===== src/source/s16_pkg.sv =====
// Region codes, bus widths, alternate game id and joystick bit sort
package s16_pkg;

    // CPU word address and data widths
    localparam int addr_w = 23;
    localparam int data_w = 16;

    // Game that uses the alternate cabinet layout
    localparam logic [7:0] game_sdi = 8'd1;

    // One code per chip select region
    typedef enum logic [2:0] {
        region_none = 3'd0,
        region_rom  = 3'd1,
        region_vram = 3'd2,
        region_char = 3'd3,
        region_obj  = 3'd4,
        region_pal  = 3'd5,
        region_io   = 3'd6,
        region_ram  = 3'd7
    } region_t;

    // Joystick byte in the order the cabinet wiring expects
    function automatic logic [7:0] sort_joy(input logic [7:0] joy);
        logic [7:0] sorted;
        sorted = {joy[1:0], joy[3:2], joy[7], joy[5:4], joy[6]};
        return sorted;
    endfunction

endpackage


===== src/source/s16_cen_frac.sv =====
// Fractional clock enable that sets the CPU cycle rate
module s16_cen_frac #(
    parameter int CEN_NUM = 29,
    parameter int CEN_DEN = 146
) (
    input  logic clk,
    input  logic rst,
    output logic cpu_cen
);

    // One spare bit so the sum never wraps before the compare
    localparam int acc_w = $clog2(CEN_DEN + 1) + 1;

    logic [acc_w-1:0] acc;
    logic [acc_w-1:0] acc_sum;

    assign acc_sum = acc + acc_w'(CEN_NUM);

    always_ff @(posedge clk or posedge rst) begin
        if (rst) begin
            acc     <= '0;
            cpu_cen <= 1'b0;
        end else if (acc_sum >= acc_w'(CEN_DEN)) begin
            acc     <= acc_sum - acc_w'(CEN_DEN);   // Keep the remainder
            cpu_cen <= 1'b1;
        end else begin
            acc     <= acc_sum;
            cpu_cen <= 1'b0;
        end
    end

    // Ratio must stay below one
    if (CEN_NUM >= CEN_DEN) begin : g_bad_ratio
        $error("s16_cen_frac: CEN_NUM must be below CEN_DEN");
    end

    // A single enable pulse per CPU cycle
    a_cen_single: assert property (
        @(posedge clk) disable iff (rst) cpu_cen |=> !cpu_cen
    ) else $error("cpu_cen high for two cycles");

endmodule


===== src/source/s16_addr_dec.sv =====
// Registered memory map decoder with chip selects and bus error
module s16_addr_dec
    import s16_pkg::*;
(
    input  logic            clk,
    input  logic            rst,
    input  logic [addr_w:1] addr,
    input  logic            as_n,
    input  logic            uds_n,
    input  logic            lds_n,
    output region_t         region,
    output logic            berr_n,
    output logic            rom_cs,
    output logic            vram_cs,
    output logic            ram_cs,
    output logic            char_cs,
    output logic            pal_cs,
    output logic            obj_cs
);

    logic [1:0] hi;
    logic [2:0] mid;
    logic       strobe;
    region_t    next_region;

    assign hi     = addr[23:22];
    assign mid    = addr[18:16];
    assign strobe = !uds_n || !lds_n;   // RAM needs a byte lane

    // First matching rule wins
    always_comb begin
        if (hi == 2'd0 && !addr[18]) begin
            next_region = region_rom;
        end else if (addr[22] && mid == 3'd0 && strobe) begin
            next_region = region_vram;
        end else if (addr[22] && mid == 3'd1) begin
            next_region = region_char;
        end else if (hi == 2'd1 && addr[18]) begin
            next_region = region_obj;
        end else if (hi == 2'd2 && addr[18]) begin
            next_region = region_pal;
        end else if (hi == 2'd3 && addr[18:17] == 2'd2) begin
            next_region = region_io;
        end else if (hi == 2'd3 && mid == 3'd7 && strobe) begin
            next_region = region_ram;
        end else begin
            next_region = region_none;
        end
    end

    always_ff @(posedge clk or posedge rst) begin
        if (rst) begin
            region <= region_none;
            berr_n <= 1'b1;
        end else begin
            region <= as_n ? region_none : next_region;
            berr_n <= as_n || next_region != region_none;
        end
    end

    assign rom_cs  = region == region_rom;
    assign vram_cs = region == region_vram;
    assign ram_cs  = region == region_ram;
    assign char_cs = region == region_char;
    assign pal_cs  = region == region_pal;
    assign obj_cs  = region == region_obj;

    a_cs_release: assert property (
        @(posedge clk) disable iff (rst) $rose(as_n) |=> region == region_none
    ) else $error("Chip select still active after the address strobe ended");

endmodule


===== src/source/s16_bus_fsm.sv =====
// Bus cycle FSM that returns DTACK once memory is ready
module s16_bus_fsm
    import s16_pkg::*;
(
    input  logic    clk,
    input  logic    rst,
    input  logic    cpu_cen,
    input  logic    as_n,
    input  region_t region,
    input  logic    rom_ok,
    input  logic    ram_ok,
    output logic    dtack_n
);

    typedef enum logic [1:0] {
        st_idle,
        st_wait,
        st_ack
    } state_t;

    state_t state;
    logic   ready;

    // Only ROM and the SDRAM backed regions can stall
    always_comb begin
        case (region)
            region_rom:              ready = rom_ok;
            region_vram, region_ram: ready = ram_ok;
            default:                 ready = 1'b1;
        endcase
    end

    always_ff @(posedge clk or posedge rst) begin
        if (rst) begin
            state   <= st_idle;
            dtack_n <= 1'b1;
        end else begin
            case (state)
                st_idle, st_wait: begin
                    if (as_n || region == region_none) begin
                        state <= st_idle;
                    end else if (cpu_cen && ready) begin
                        state   <= st_ack;
                        dtack_n <= 1'b0;
                    end else begin
                        state <= st_wait;   // Back pressure
                    end
                end
                default: begin
                    if (as_n) begin
                        state   <= st_idle;
                        dtack_n <= 1'b1;
                    end
                end
            endcase
        end
    end

    a_dtack_mapped: assert property (
        @(posedge clk) disable iff (rst) !dtack_n |-> region != region_none
    ) else $error("DTACK asserted without a selected region");

endmodule


===== src/source/s16_cab_io.sv =====
// Cabinet input register for joysticks, buttons and DIP switches
module s16_cab_io
    import s16_pkg::*;
(
    input  logic        clk,
    input  logic        rst,
    input  region_t     region,
    input  logic [13:1] addr,
    input  logic [7:0]  game_id,
    input  logic [7:0]  joystick1,
    input  logic [7:0]  joystick2,
    input  logic [1:0]  start_button,
    input  logic [1:0]  coin_input,
    input  logic        service,
    input  logic        dip_test,
    input  logic        ana_sel,
    input  logic [15:0] joyana1,
    input  logic [15:0] joyana2,
    input  logic [7:0]  dipsw_a,
    input  logic [7:0]  dipsw_b,
    output logic [7:0]  cab_dout
);

    logic       is_sdi;
    logic [7:0] sort1;
    logic [7:0] sort2;
    logic [7:0] ana1;
    logic [7:0] ana2;
    logic [7:0] cab_next;

    assign is_sdi = game_id == game_sdi;
    assign sort1  = sort_joy(joystick1);
    assign sort2  = sort_joy(joystick2);
    // Analog select flips to the inverted high byte
    assign ana1   = ana_sel ? ~joyana1[15:8] : joyana1[7:0];
    assign ana2   = ana_sel ? ~joyana2[15:8] : joyana2[7:0];

    always_comb begin
        cab_next = 8'hff;
        if (addr[13:12] == 2'd1) begin
            case (addr[2:1])
                2'd0: begin
                    cab_next = {2'b11, start_button, service, dip_test, coin_input};
                    if (is_sdi) begin
                        cab_next[7:6] = {joystick2[4], joystick1[4]};   // Fire buttons
                    end
                end
                2'd1:    cab_next = is_sdi ? ana1 : sort1;
                2'd2:    cab_next = is_sdi ? {sort2[7:4], sort1[7:4]} : 8'hff;
                default: cab_next = is_sdi ? ana2 : sort2;
            endcase
        end else if (addr[13:12] == 2'd2) begin
            cab_next = addr[1] ? dipsw_b : dipsw_a;
        end
    end

    always_ff @(posedge clk or posedge rst) begin
        if (rst) begin
            cab_dout <= 8'hff;
        end else begin
            cab_dout <= region == region_io ? cab_next : 8'hff;
        end
    end

endmodule


===== src/source/s16_rdata_mux.sv =====
// Registered read data selector for the CPU input bus
module s16_rdata_mux
    import s16_pkg::*;
(
    input  logic              clk,
    input  logic              rst,
    input  region_t           region,
    input  logic [data_w-1:0] rom_data,
    input  logic [data_w-1:0] ram_data,
    input  logic [data_w-1:0] char_data,
    input  logic [data_w-1:0] pal_data,
    input  logic [data_w-1:0] obj_data,
    input  logic [7:0]        cab_dout,
    output logic [data_w-1:0] cpu_din
);

    logic [data_w-1:0] din_next;

    always_comb begin
        case (region)
            region_rom:              din_next = rom_data;   // No decryption
            region_vram, region_ram: din_next = ram_data;   // Shared memory port
            region_char:             din_next = char_data;
            region_pal:              din_next = pal_data;
            region_obj:              din_next = obj_data;
            region_io:               din_next = {8'hff, cab_dout};
            default:                 din_next = '1;
        endcase
    end

    always_ff @(posedge clk or posedge rst) begin
        if (rst) begin
            cpu_din <= '1;
        end else begin
            cpu_din <= din_next;
        end
    end

endmodule


===== src/source/s16_vblank_irq.sv =====
// Vertical blank interrupt request with acknowledge clear
module s16_vblank_irq #(
    parameter int VBL_LINE = 223
) (
    input  logic       clk,
    input  logic       rst,
    input  logic [8:0] vdump,
    input  logic       hstart,
    input  logic [2:0] fc,
    input  logic       as_n,
    output logic       irq_n
);

    logic last_hstart;
    logic hstart_rise;
    logic int_ack;

    assign hstart_rise = hstart && !last_hstart;
    // Interrupt acknowledge cycle has all function code bits set
    assign int_ack     = fc == 3'd7 && !as_n;

    always_ff @(posedge clk or posedge rst) begin
        if (rst) begin
            last_hstart <= 1'b0;
            irq_n       <= 1'b1;
        end else begin
            last_hstart <= hstart;
            if (int_ack) begin
                irq_n <= 1'b1;   // Ack beats a new request
            end else if (hstart_rise && vdump == 9'(VBL_LINE)) begin
                irq_n <= 1'b0;
            end
        end
    end

endmodule


===== src/source/s16_main_bus.sv =====
// Main bus top level with decoder, clock enable, DTACK FSM and read path
module s16_main_bus
    import s16_pkg::*;
#(
    parameter int CEN_NUM  = 29,
    parameter int CEN_DEN  = 146,
    parameter int VBL_LINE = 223
) (
    input  logic              clk,
    input  logic              rst,
    // 68000 bus master
    input  logic [addr_w:1]   addr,
    input  logic              as_n,
    input  logic              uds_n,
    input  logic              lds_n,
    input  logic              rnw,
    input  logic [2:0]        fc,
    // Memories
    input  logic              rom_ok,
    input  logic              ram_ok,
    input  logic [data_w-1:0] rom_data,
    input  logic [data_w-1:0] ram_data,
    input  logic [data_w-1:0] char_data,
    input  logic [data_w-1:0] pal_data,
    input  logic [data_w-1:0] obj_data,
    // Cabinet
    input  logic [7:0]        game_id,
    input  logic [7:0]        joystick1,
    input  logic [7:0]        joystick2,
    input  logic [1:0]        start_button,
    input  logic [1:0]        coin_input,
    input  logic              service,
    input  logic              dip_test,
    input  logic              ana_sel,
    input  logic [15:0]       joyana1,
    input  logic [15:0]       joyana2,
    input  logic [7:0]        dipsw_a,
    input  logic [7:0]        dipsw_b,
    input  logic              ppi_flip,   // Screen flip from the PPI port
    // Video timing
    input  logic [8:0]        vdump,
    input  logic              hstart,
    output logic              cpu_cen,
    output logic              dtack_n,
    output logic              berr_n,
    output logic              irq_n,
    output logic [data_w-1:0] cpu_din,
    output logic              rom_cs,
    output logic              vram_cs,
    output logic              ram_cs,
    output logic              char_cs,
    output logic              pal_cs,
    output logic              obj_cs,
    output logic              uds_wn,   // Upper byte write strobe
    output logic              lds_wn,   // Lower byte write strobe
    output logic              flip
);

    region_t    region;
    logic [7:0] cab_dout;

    assign flip   = ppi_flip;
    assign uds_wn = rnw | uds_n;
    assign lds_wn = rnw | lds_n;

    s16_cen_frac #(
        .CEN_NUM (CEN_NUM),
        .CEN_DEN (CEN_DEN)
    ) u_cen (
        .clk     (clk),
        .rst     (rst),
        .cpu_cen (cpu_cen)
    );

    s16_addr_dec u_dec (
        .clk     (clk),
        .rst     (rst),
        .addr    (addr),
        .as_n    (as_n),
        .uds_n   (uds_n),
        .lds_n   (lds_n),
        .region  (region),
        .berr_n  (berr_n),
        .rom_cs  (rom_cs),
        .vram_cs (vram_cs),
        .ram_cs  (ram_cs),
        .char_cs (char_cs),
        .pal_cs  (pal_cs),
        .obj_cs  (obj_cs)
    );

    s16_bus_fsm u_fsm (
        .clk     (clk),
        .rst     (rst),
        .cpu_cen (cpu_cen),
        .as_n    (as_n),
        .region  (region),
        .rom_ok  (rom_ok),
        .ram_ok  (ram_ok),
        .dtack_n (dtack_n)
    );

    s16_cab_io u_cab (
        .clk          (clk),
        .rst          (rst),
        .region       (region),
        .addr         (addr[13:1]),
        .game_id      (game_id),
        .joystick1    (joystick1),
        .joystick2    (joystick2),
        .start_button (start_button),
        .coin_input   (coin_input),
        .service      (service),
        .dip_test     (dip_test),
        .ana_sel      (ana_sel),
        .joyana1      (joyana1),
        .joyana2      (joyana2),
        .dipsw_a      (dipsw_a),
        .dipsw_b      (dipsw_b),
        .cab_dout     (cab_dout)
    );

    s16_rdata_mux u_mux (
        .clk       (clk),
        .rst       (rst),
        .region    (region),
        .rom_data  (rom_data),
        .ram_data  (ram_data),
        .char_data (char_data),
        .pal_data  (pal_data),
        .obj_data  (obj_data),
        .cab_dout  (cab_dout),
        .cpu_din   (cpu_din)
    );

    s16_vblank_irq #(
        .VBL_LINE (VBL_LINE)
    ) u_irq (
        .clk    (clk),
        .rst    (rst),
        .vdump  (vdump),
        .hstart (hstart),
        .fc     (fc),
        .as_n   (as_n),
        .irq_n  (irq_n)
    );

endmodule


===== config.mk =====
export PLATFORM = sky130hd
export DESIGN_NAME = s16_main_bus
export DESIGN_NICKNAME = d
export VERILOG_FILES = /design/src/source/s16_pkg.sv /design/src/source/s16_cen_frac.sv /design/src/source/s16_addr_dec.sv /design/src/source/s16_bus_fsm.sv /design/src/source/s16_cab_io.sv /design/src/source/s16_rdata_mux.sv /design/src/source/s16_vblank_irq.sv /design/src/source/s16_main_bus.sv
export SDC_FILE = /design/constraint.sdc
export NUM_CORES = 1
export LEC_CHECK = 0
export BUFFER_PORTS_ARGS = -buffer_cell sky130_fd_sc_hd__clkbuf_2
export CORE_AREA = 2 2 92 94
export CTS_CLUSTER_DIAMETER = 200
export CTS_CLUSTER_SIZE = 20
export DETAILED_ROUTE_END_ITERATION = 8
export DIE_AREA = 0 0 94 96
export GPL_ROUTABILITY_DRIVEN = 0
export HOLD_SLACK_MARGIN = 0.06
export PLACE_DENSITY = 0.9
export SETUP_SLACK_MARGIN = 0.1
export SYNTH_ARGS = -nofsm -noshare
export SYNTH_HDL_FRONTEND = slang
export SYNTH_HIERARCHICAL = 1
export SYNTH_SLANG_ARGS = --single-unit

===== constraint.sdc =====
create_clock -name clk -period 5.5 [get_ports clk]
set_input_delay 0.825 -clock clk [delete_from_list [all_inputs] [get_ports clk]]
set_output_delay 0.825 -clock clk [all_outputs]
set_load 0.005 [all_outputs]

Yosys cells after proc, flatten, opt, wreduce, memory -nomap -nowiden

Index checks and enable logic that the tools add are counted.
W data, S select, Z words.

Output and inout port bits: 29
Logic and storage cells: 105
Input port bits: 204
Bits in registers: 43

Mux-type cells: 33
Reductions and logical operators: 32
Bitwise operators: 4
Equality and inequality tests: 23
Add/subtract/negate cells: 2
Order comparisons: 1

Operators with widths:

| operator              | number |
|---|---|
| $pmux W16 S6          | 1 |
| $mux W8               | 9 |
| $mux W3               | 8 |
| $pmux W8 S3           | 1 |
| $eq A3 B3 Y1 const B  | 6 |
| $not A8 Y8            | 2 |
| $logic_and A1 B1 Y1   | 13 |
| $eq A2 B2 Y1 const B  | 5 |
| $mux W2               | 5 |
| $add A9 B5 Y9 const B | 1 |
| $eq A9 B8 Y1 const B  | 1 |
| $ge A9 B8 Y1 const B  | 1 |
| $mux W9               | 1 |
| $sub A9 B8 Y9 const B | 1 |
| $eq A2 B1 Y1 const B  | 4 |
| $eq A8 B1 Y1 const B  | 1 |
| $mux W1               | 7 |
| $eq A3 B1 Y1 const B  | 2 |
| $eq A3 B2 Y1 const B  | 2 |
| $logic_not A2 Y1      | 3 |
| $logic_not A3 Y1      | 2 |
| $logic_not A1 Y1      | 5 |
| $reduce_bool A2 Y1    | 2 |
| $reduce_or A2 Y1      | 2 |
| 7 further kinds       | 10 |

Logic depth before layout (Yosys ltp)

Depth in word-level cells: 12
Depth in mapped cells: 9
Gate-level depth less buffers: 8

By module

The synthesis kept the hierarchy.

Modules (own cells, without submodules):

| module         | area each (µm²) | cells an instance | instances | seq. area each (µm²) |
|---|---|---|---|---|
| s16_rdata_mux  | 1291.2          | 142               | 1         | 420.4 |
| s16_cab_io     | 1082.3          | 124               | 1         | 210.2 |
| s16_cen_frac   | 782.0           | 81                | 1         | 250.2 |
| s16_addr_dec   | 301.5           | 34                | 1         | 101.3 |
| s16_bus_fsm    | 135.1           | 13                | 1         | 51.3 |
| s16_vblank_irq | 100.1           | 9                 | 1         | 51.3 |
| s16_main_bus   | 20.0            | 3                 | 1         | 0.0 |

Least setup slack after synthesis

Ideal clock, no wire load.

Kind: register to register
Start: register u_cen.acc[0]
End: register u_cen.acc[1]
Required time: 5.375 ns
Buffers on the path: 1
Clock period less this slack: 2.358 ns
Stages on the path, launching flop included: 10
Slack: 3.142 ns
Arrival time: 2.233 ns
Setup time: 0.125 ns
Path through: dfrtp_1 -> ha_1 -> clkbuf_1 -> xor2_1 -> ha_1 -> or3b_2 -> nand3_2 -> a31oi_1 -> nand2b_4 -> xnor2_1

Longest elaborated chain between the ends: 3
Elaborated cells on any way between the ends: 4
Classes of those cells: 2 x add/sub; 1 x order compare; 1 x mux

Ends and longest elaborated chain:

| what                                          | RTL line                               | text |
|---|---|---|
| start, declared                               | s16_cen_frac.sv:14                     | `logic [acc_w-1:0] acc;` |
| start signal, assigned                        | s16_cen_frac.sv:24                     | `acc <= acc_sum - acc_w'(CEN_DEN);` |
| start signal, assigned                        | s16_cen_frac.sv:27                     | `acc <= acc_sum;` |
| $add A9 B5 Y9 (*)                             | s16_cen_frac.sv:17                     | `assign acc_sum = acc + acc_w'(CEN_NUM);` |
| $sub A9 B8 Y9 or $ge A9 B8 Y1 (tied branches) | s16_cen_frac.sv:24, s16_cen_frac.sv:23 |  |
| $mux W9 (*)                                   | s16_cen_frac.sv:23                     | `end else if (acc_sum >= acc_w'(CEN_DEN)) begin` |

Every way passes the cells marked *; elsewhere a longest branch is shown, timed or not.
A chain may end at the register's enable or synchronous reset.

Final worst setup path

Start: register u_cen.acc[0]
End: register u_cen.acc[6]

Same word-level chain as after synthesis.

==> results.rst <==
.. list-table::
   :header-rows: 1

   * - Metric
     - Value
   * - Status
     - finished clean
   * - Most frequent cell on the critical path
     - sky130_fd_sc_hd__ha_1
   * - RSZ-0062 raised after global routing
     - false
   * - Setup total negative slack
     - 0 ps
   * - Final hold violations
     - 0
   * - Synth cell count leaders
     - sky130_fd_sc_hd__o21ai_0, sky130_fd_sc_hd__dfstp_2, sky130_fd_sc_hd__inv_1
   * - Maximum level of the CTS H-tree
     - 2
   * - Number of slew-limit violations in the final report
     - 0
   * - DR DRC count
     - 0
   * - Buffering stage count on the worst path with inverters included
     - 0
   * - Max-capacitance violation count
     - 0
   * - Worst Tran Pin Value
     - 973 ps
   * - Reg-to-Reg Start
     - u_cen/acc[0]$_DFF_PP0_
   * - Vias in the first global route
     - 4006
   * - Initial standard-cell utilization of the core
     - 46.1%
   * - Worst-case vdd ir drop
     - 90.4 uV
   * - Static leakage power
     - 2.31 nW
   * - Clock tree from TritonCTS
     - built
   * - Buffer cell driving the clock tree root
     - sky130_fd_sc_hd__clkbuf_8
   * - Mean cell area of the mapped netlist
     - 9.14 um^2
   * - Pre-antenna DRT Iters
     - 5
   * - Max-slew headroom
     - 35.0%
   * - Final setup skew
     - 5.22 ps
   * - Gates resized, CTS repair
     - 0
   * - Clk_lat worst skew
     - 290 ps
   * - Sequence of cells on the critical path
     - ha_1, xor2_1, ha_1, or3b_2, nand3_2, a31oi_1, o21ai_0, xnor2_1
   * - Internal Power
     - 546 uW
   * - Total I/O pin count
     - 233
   * - Number of storage elements in the synthesis netlist
     - 42
   * - Die Area
     - 9020 um^2
   * - Period minus WS final
     - 2630 ps
   * - Slowest cell on the critical path
     - sky130_fd_sc_hd__dfrtp_1
   * - Worst-case setup margin in the final layout
     - 2870 ps
   * - Antenna violations before repair
     - 0
   * - Post-synth top flop
     - sky130_fd_sc_hd__dfstp_2
   * - Number of nets in the synthesized netlist
     - 613
   * - Worst setup path class
     - reg -> reg
   * - Max Clock Freq
     - 380 MHz
   * - Utilization after layout
     - 60.5%
   * - Total gr overflow
     - 0
   * - Maximum buffer depth of the clock tree
     - 2
   * - Core Region
     - 8050 um^2
   * - Library cell occupying the most area in the post-synthesis netlist
     - sky130_fd_sc_hd__dfstp_2
   * - Most frequent cell after synthesis
     - sky130_fd_sc_hd__o21ai_0
   * - P per Cell Area
     - 158 nW/um^2
   * - R2r setup slk
     - 2870 ps
   * - Netlist cell types
     - 75
   * - Number of synthesized flops with an enable pin
     - 0
   * - Share of final-layout standard cells stronger than drive strength 1
     - 48.3%
   * - Leading post-synthesis cells by cell area
     - sky130_fd_sc_hd__dfstp_2, sky130_fd_sc_hd__dfrtp_1, sky130_fd_sc_hd__mux2i_1, sky130_fd_sc_hd__mux2_2, sky130_fd_sc_hd__o21ai_0
   * - Post-DR wirelength/cell
     - 16.9 um
   * - Final Net Count
     - 810
   * - Synth Instances
     - 406
   * - FP Rows
     - 33
   * - Reg power frac
     - 45.5%
   * - Worst reg2reg path depth
     - 8
   * - First-pass GRT wire length
     - 17900 um
   * - Clock Pin Slew Worst Setup and Hold Paths
     - 80 ps
   * - Largest net degree at the start of global routing
     - 53
   * - Type of the worst min-delay path
     - in -> async
   * - Number of buffers inserted by post-CTS setup repair
     - 0
   * - Maximum fanout encountered on the critical timing path
     - 11
   * - Area delta synth->final
     - 31.1%
   * - Arr. time, crit path
     - 2840 ps
   * - Share of power burned in the clock network
     - 25.0%
   * - P_sw
     - 222 uW
   * - Pre-CTS WS
     - 2940 ps
   * - Clock sink count
     - 42
   * - Antenna diodes
     - 0
   * - Sequential-to-total area share from yosys stat
     - 29.2%
   * - Synth warn
     - 6
   * - Overall global routing resource usage
     - 25.0%
   * - Number of DRC violations after detailed-routing iteration 0
     - 235
   * - Total CTS buffers
     - 5
   * - Comb power frac
     - 29.5%
   * - HPWL reported at the end of detailed placement
     - 9540 um
   * - Total number of cells along the worst setup path
     - 8
   * - DRT Wirelength
     - 12000 um
   * - Largest stage delay on the critical path
     - 520 ps
   * - Final setup violation count
     - 0
   * - Share of Yosys cell area claimed by the top area cell type
     - 19.1%
   * - Width of the chip
     - 94 um
   * - Vias per cell
     - 5.82
   * - Worst EP required
     - 5710 ps
   * - Cell area after synthesis
     - 3710 um^2
   * - Hold-fix buffers, CTS
     - 0
   * - Fin crit share
     - 47.9%
   * - Critical path launch point type
     - flip-flop
   * - Worst path top cell family by delay
     - adder cells
   * - Vias after detailed routing
     - 4126
   * - Critical register-to-register path endpoint
     - u_cen/acc[6]$_DFF_PP0_
   * - Count of antenna-violating nets left after detailed routing
     - 0
   * - Switching part of the total
     - 28.9%
   * - PortBufs
     - 216
   * - Kind of capture point of the worst setup path
     - flip-flop
   * - FFs w/ async S/R, synth
     - 100%
   * - Floorplan die height
     - 96 um
[power groups by stage]
stage          logic (mW)  registers (mW)  clock network [mW]
6_report            0.226           0.350               0.192
2_1_floorplan       0.114           0.353                   0
4_1_cts             0.226           0.350               0.199
3_5_place_dp        0.225           0.355                   0
3_3_place_gp        0.217           0.354                   0
5_1_grt             0.247           0.351               0.214
[sequential cells by signal (all words and copies together), names as in the netlist]
signal,flops
u_mux/cpu_din,16
u_cen/acc,9
u_cab/cab_dout,8
u_dec/region,3
u_cen/cpu_cen,1
u_dec/berr_n,1
u_fsm/dtack_n,1
u_fsm/state,1
u_irq/irq_n,1
u_irq/last_hstart,1
[per-layer routing]
| layer | global-route usage, % | vias to the layer above | share of wire, % |
|---|---|---|---|
| li1 | - | 1930 | - |
| met1 | 25.7 | 1931 | 36 |
| met2 | 49.5 | 240 | 55 |
| met3 | 4.54 | 25 | 7.6 |
| met4 | 10.0 | 0 | 2.3 |
| met5 | 0 | - | 0 |
[final cells by class]
class                   instances  area (um^2)
clock buffers                   8         80.1
fillers                       710         3180
inverters                      29          109
multi-input cells             307         2360
flip-flops and latches         42         1090
well taps                     105          131
repair buffers                218         1100
[kinds of logic after synthesis]
group,after synthesis,share of synthesized area (%)
compound gates,123,24.2
xor+xnor,15,4.25
buf+inv,57,7.08
simple gates,126,21.0
flops,42,29.2
fa+ha+maj,3,1.01
mux,40,13.2
[placed cells by master, fill, tap and decap left out, types with 7 or more instances in the layout]
cell type	Yosys	final
sky130_fd_sc_hd__a21oi_1	17	17
sky130_fd_sc_hd__a22oi_1	7	7
sky130_fd_sc_hd__a32oi_1	8	8
sky130_fd_sc_hd__clkbuf_2	0	216
sky130_fd_sc_hd__dfrtp_1	15	14
sky130_fd_sc_hd__dfstp_2	27	27
sky130_fd_sc_hd__inv_1	27	27
sky130_fd_sc_hd__mux2_2	13	13
sky130_fd_sc_hd__mux2i_1	21	21
sky130_fd_sc_hd__nand2_1	19	19
sky130_fd_sc_hd__nand2b_1	12	12
sky130_fd_sc_hd__nand3_1	9	9
sky130_fd_sc_hd__nor2_1	19	19
sky130_fd_sc_hd__nor2b_1	9	9
sky130_fd_sc_hd__o211ai_1	16	16
sky130_fd_sc_hd__o21ai_0	28	28
sky130_fd_sc_hd__xnor2_1	9	9
[through the flow]
stage	hold slack (ps)	power, mW	cell area (um^2)	instances
5_1_grt	424	0.813	4870	709
3_5_place_dp	477	0.580	4790	701
3_3_place_gp	469	0.571	4790	701
6_report	429	0.768	4870	709
2_1_floorplan	460	0.467	3710	406
4_1_cts	430	0.775	4870	709
[worst max path at each step]
| stage | startpoint | endpoint | slack, ps |
|---|---|---|---|
| global route | u_cen/acc[0]$_DFF_PP0_ | u_cen/acc[3]$_DFF_PP0_ | 2620 |
| floorplan | u_cen/acc[0]$_DFF_PP0_ | u_cen/acc[1]$_DFF_PP0_ | 3140 |
| detailed placement | addr[2] | u_cab/cab_dout[7]$_DFF_PP1_ | 2940 |
| finish | u_cen/acc[0]$_DFF_PP0_ | u_cen/acc[6]$_DFF_PP0_ | 2870 |
| global placement | addr[2] | u_cab/cab_dout[1]$_DFF_PP1_ | 3000 |
| CTS | u_cen/acc[0]$_DFF_PP0_ | u_cen/acc[6]$_DFF_PP0_ | 2910 |
Power figures use the tool's default switching activity.
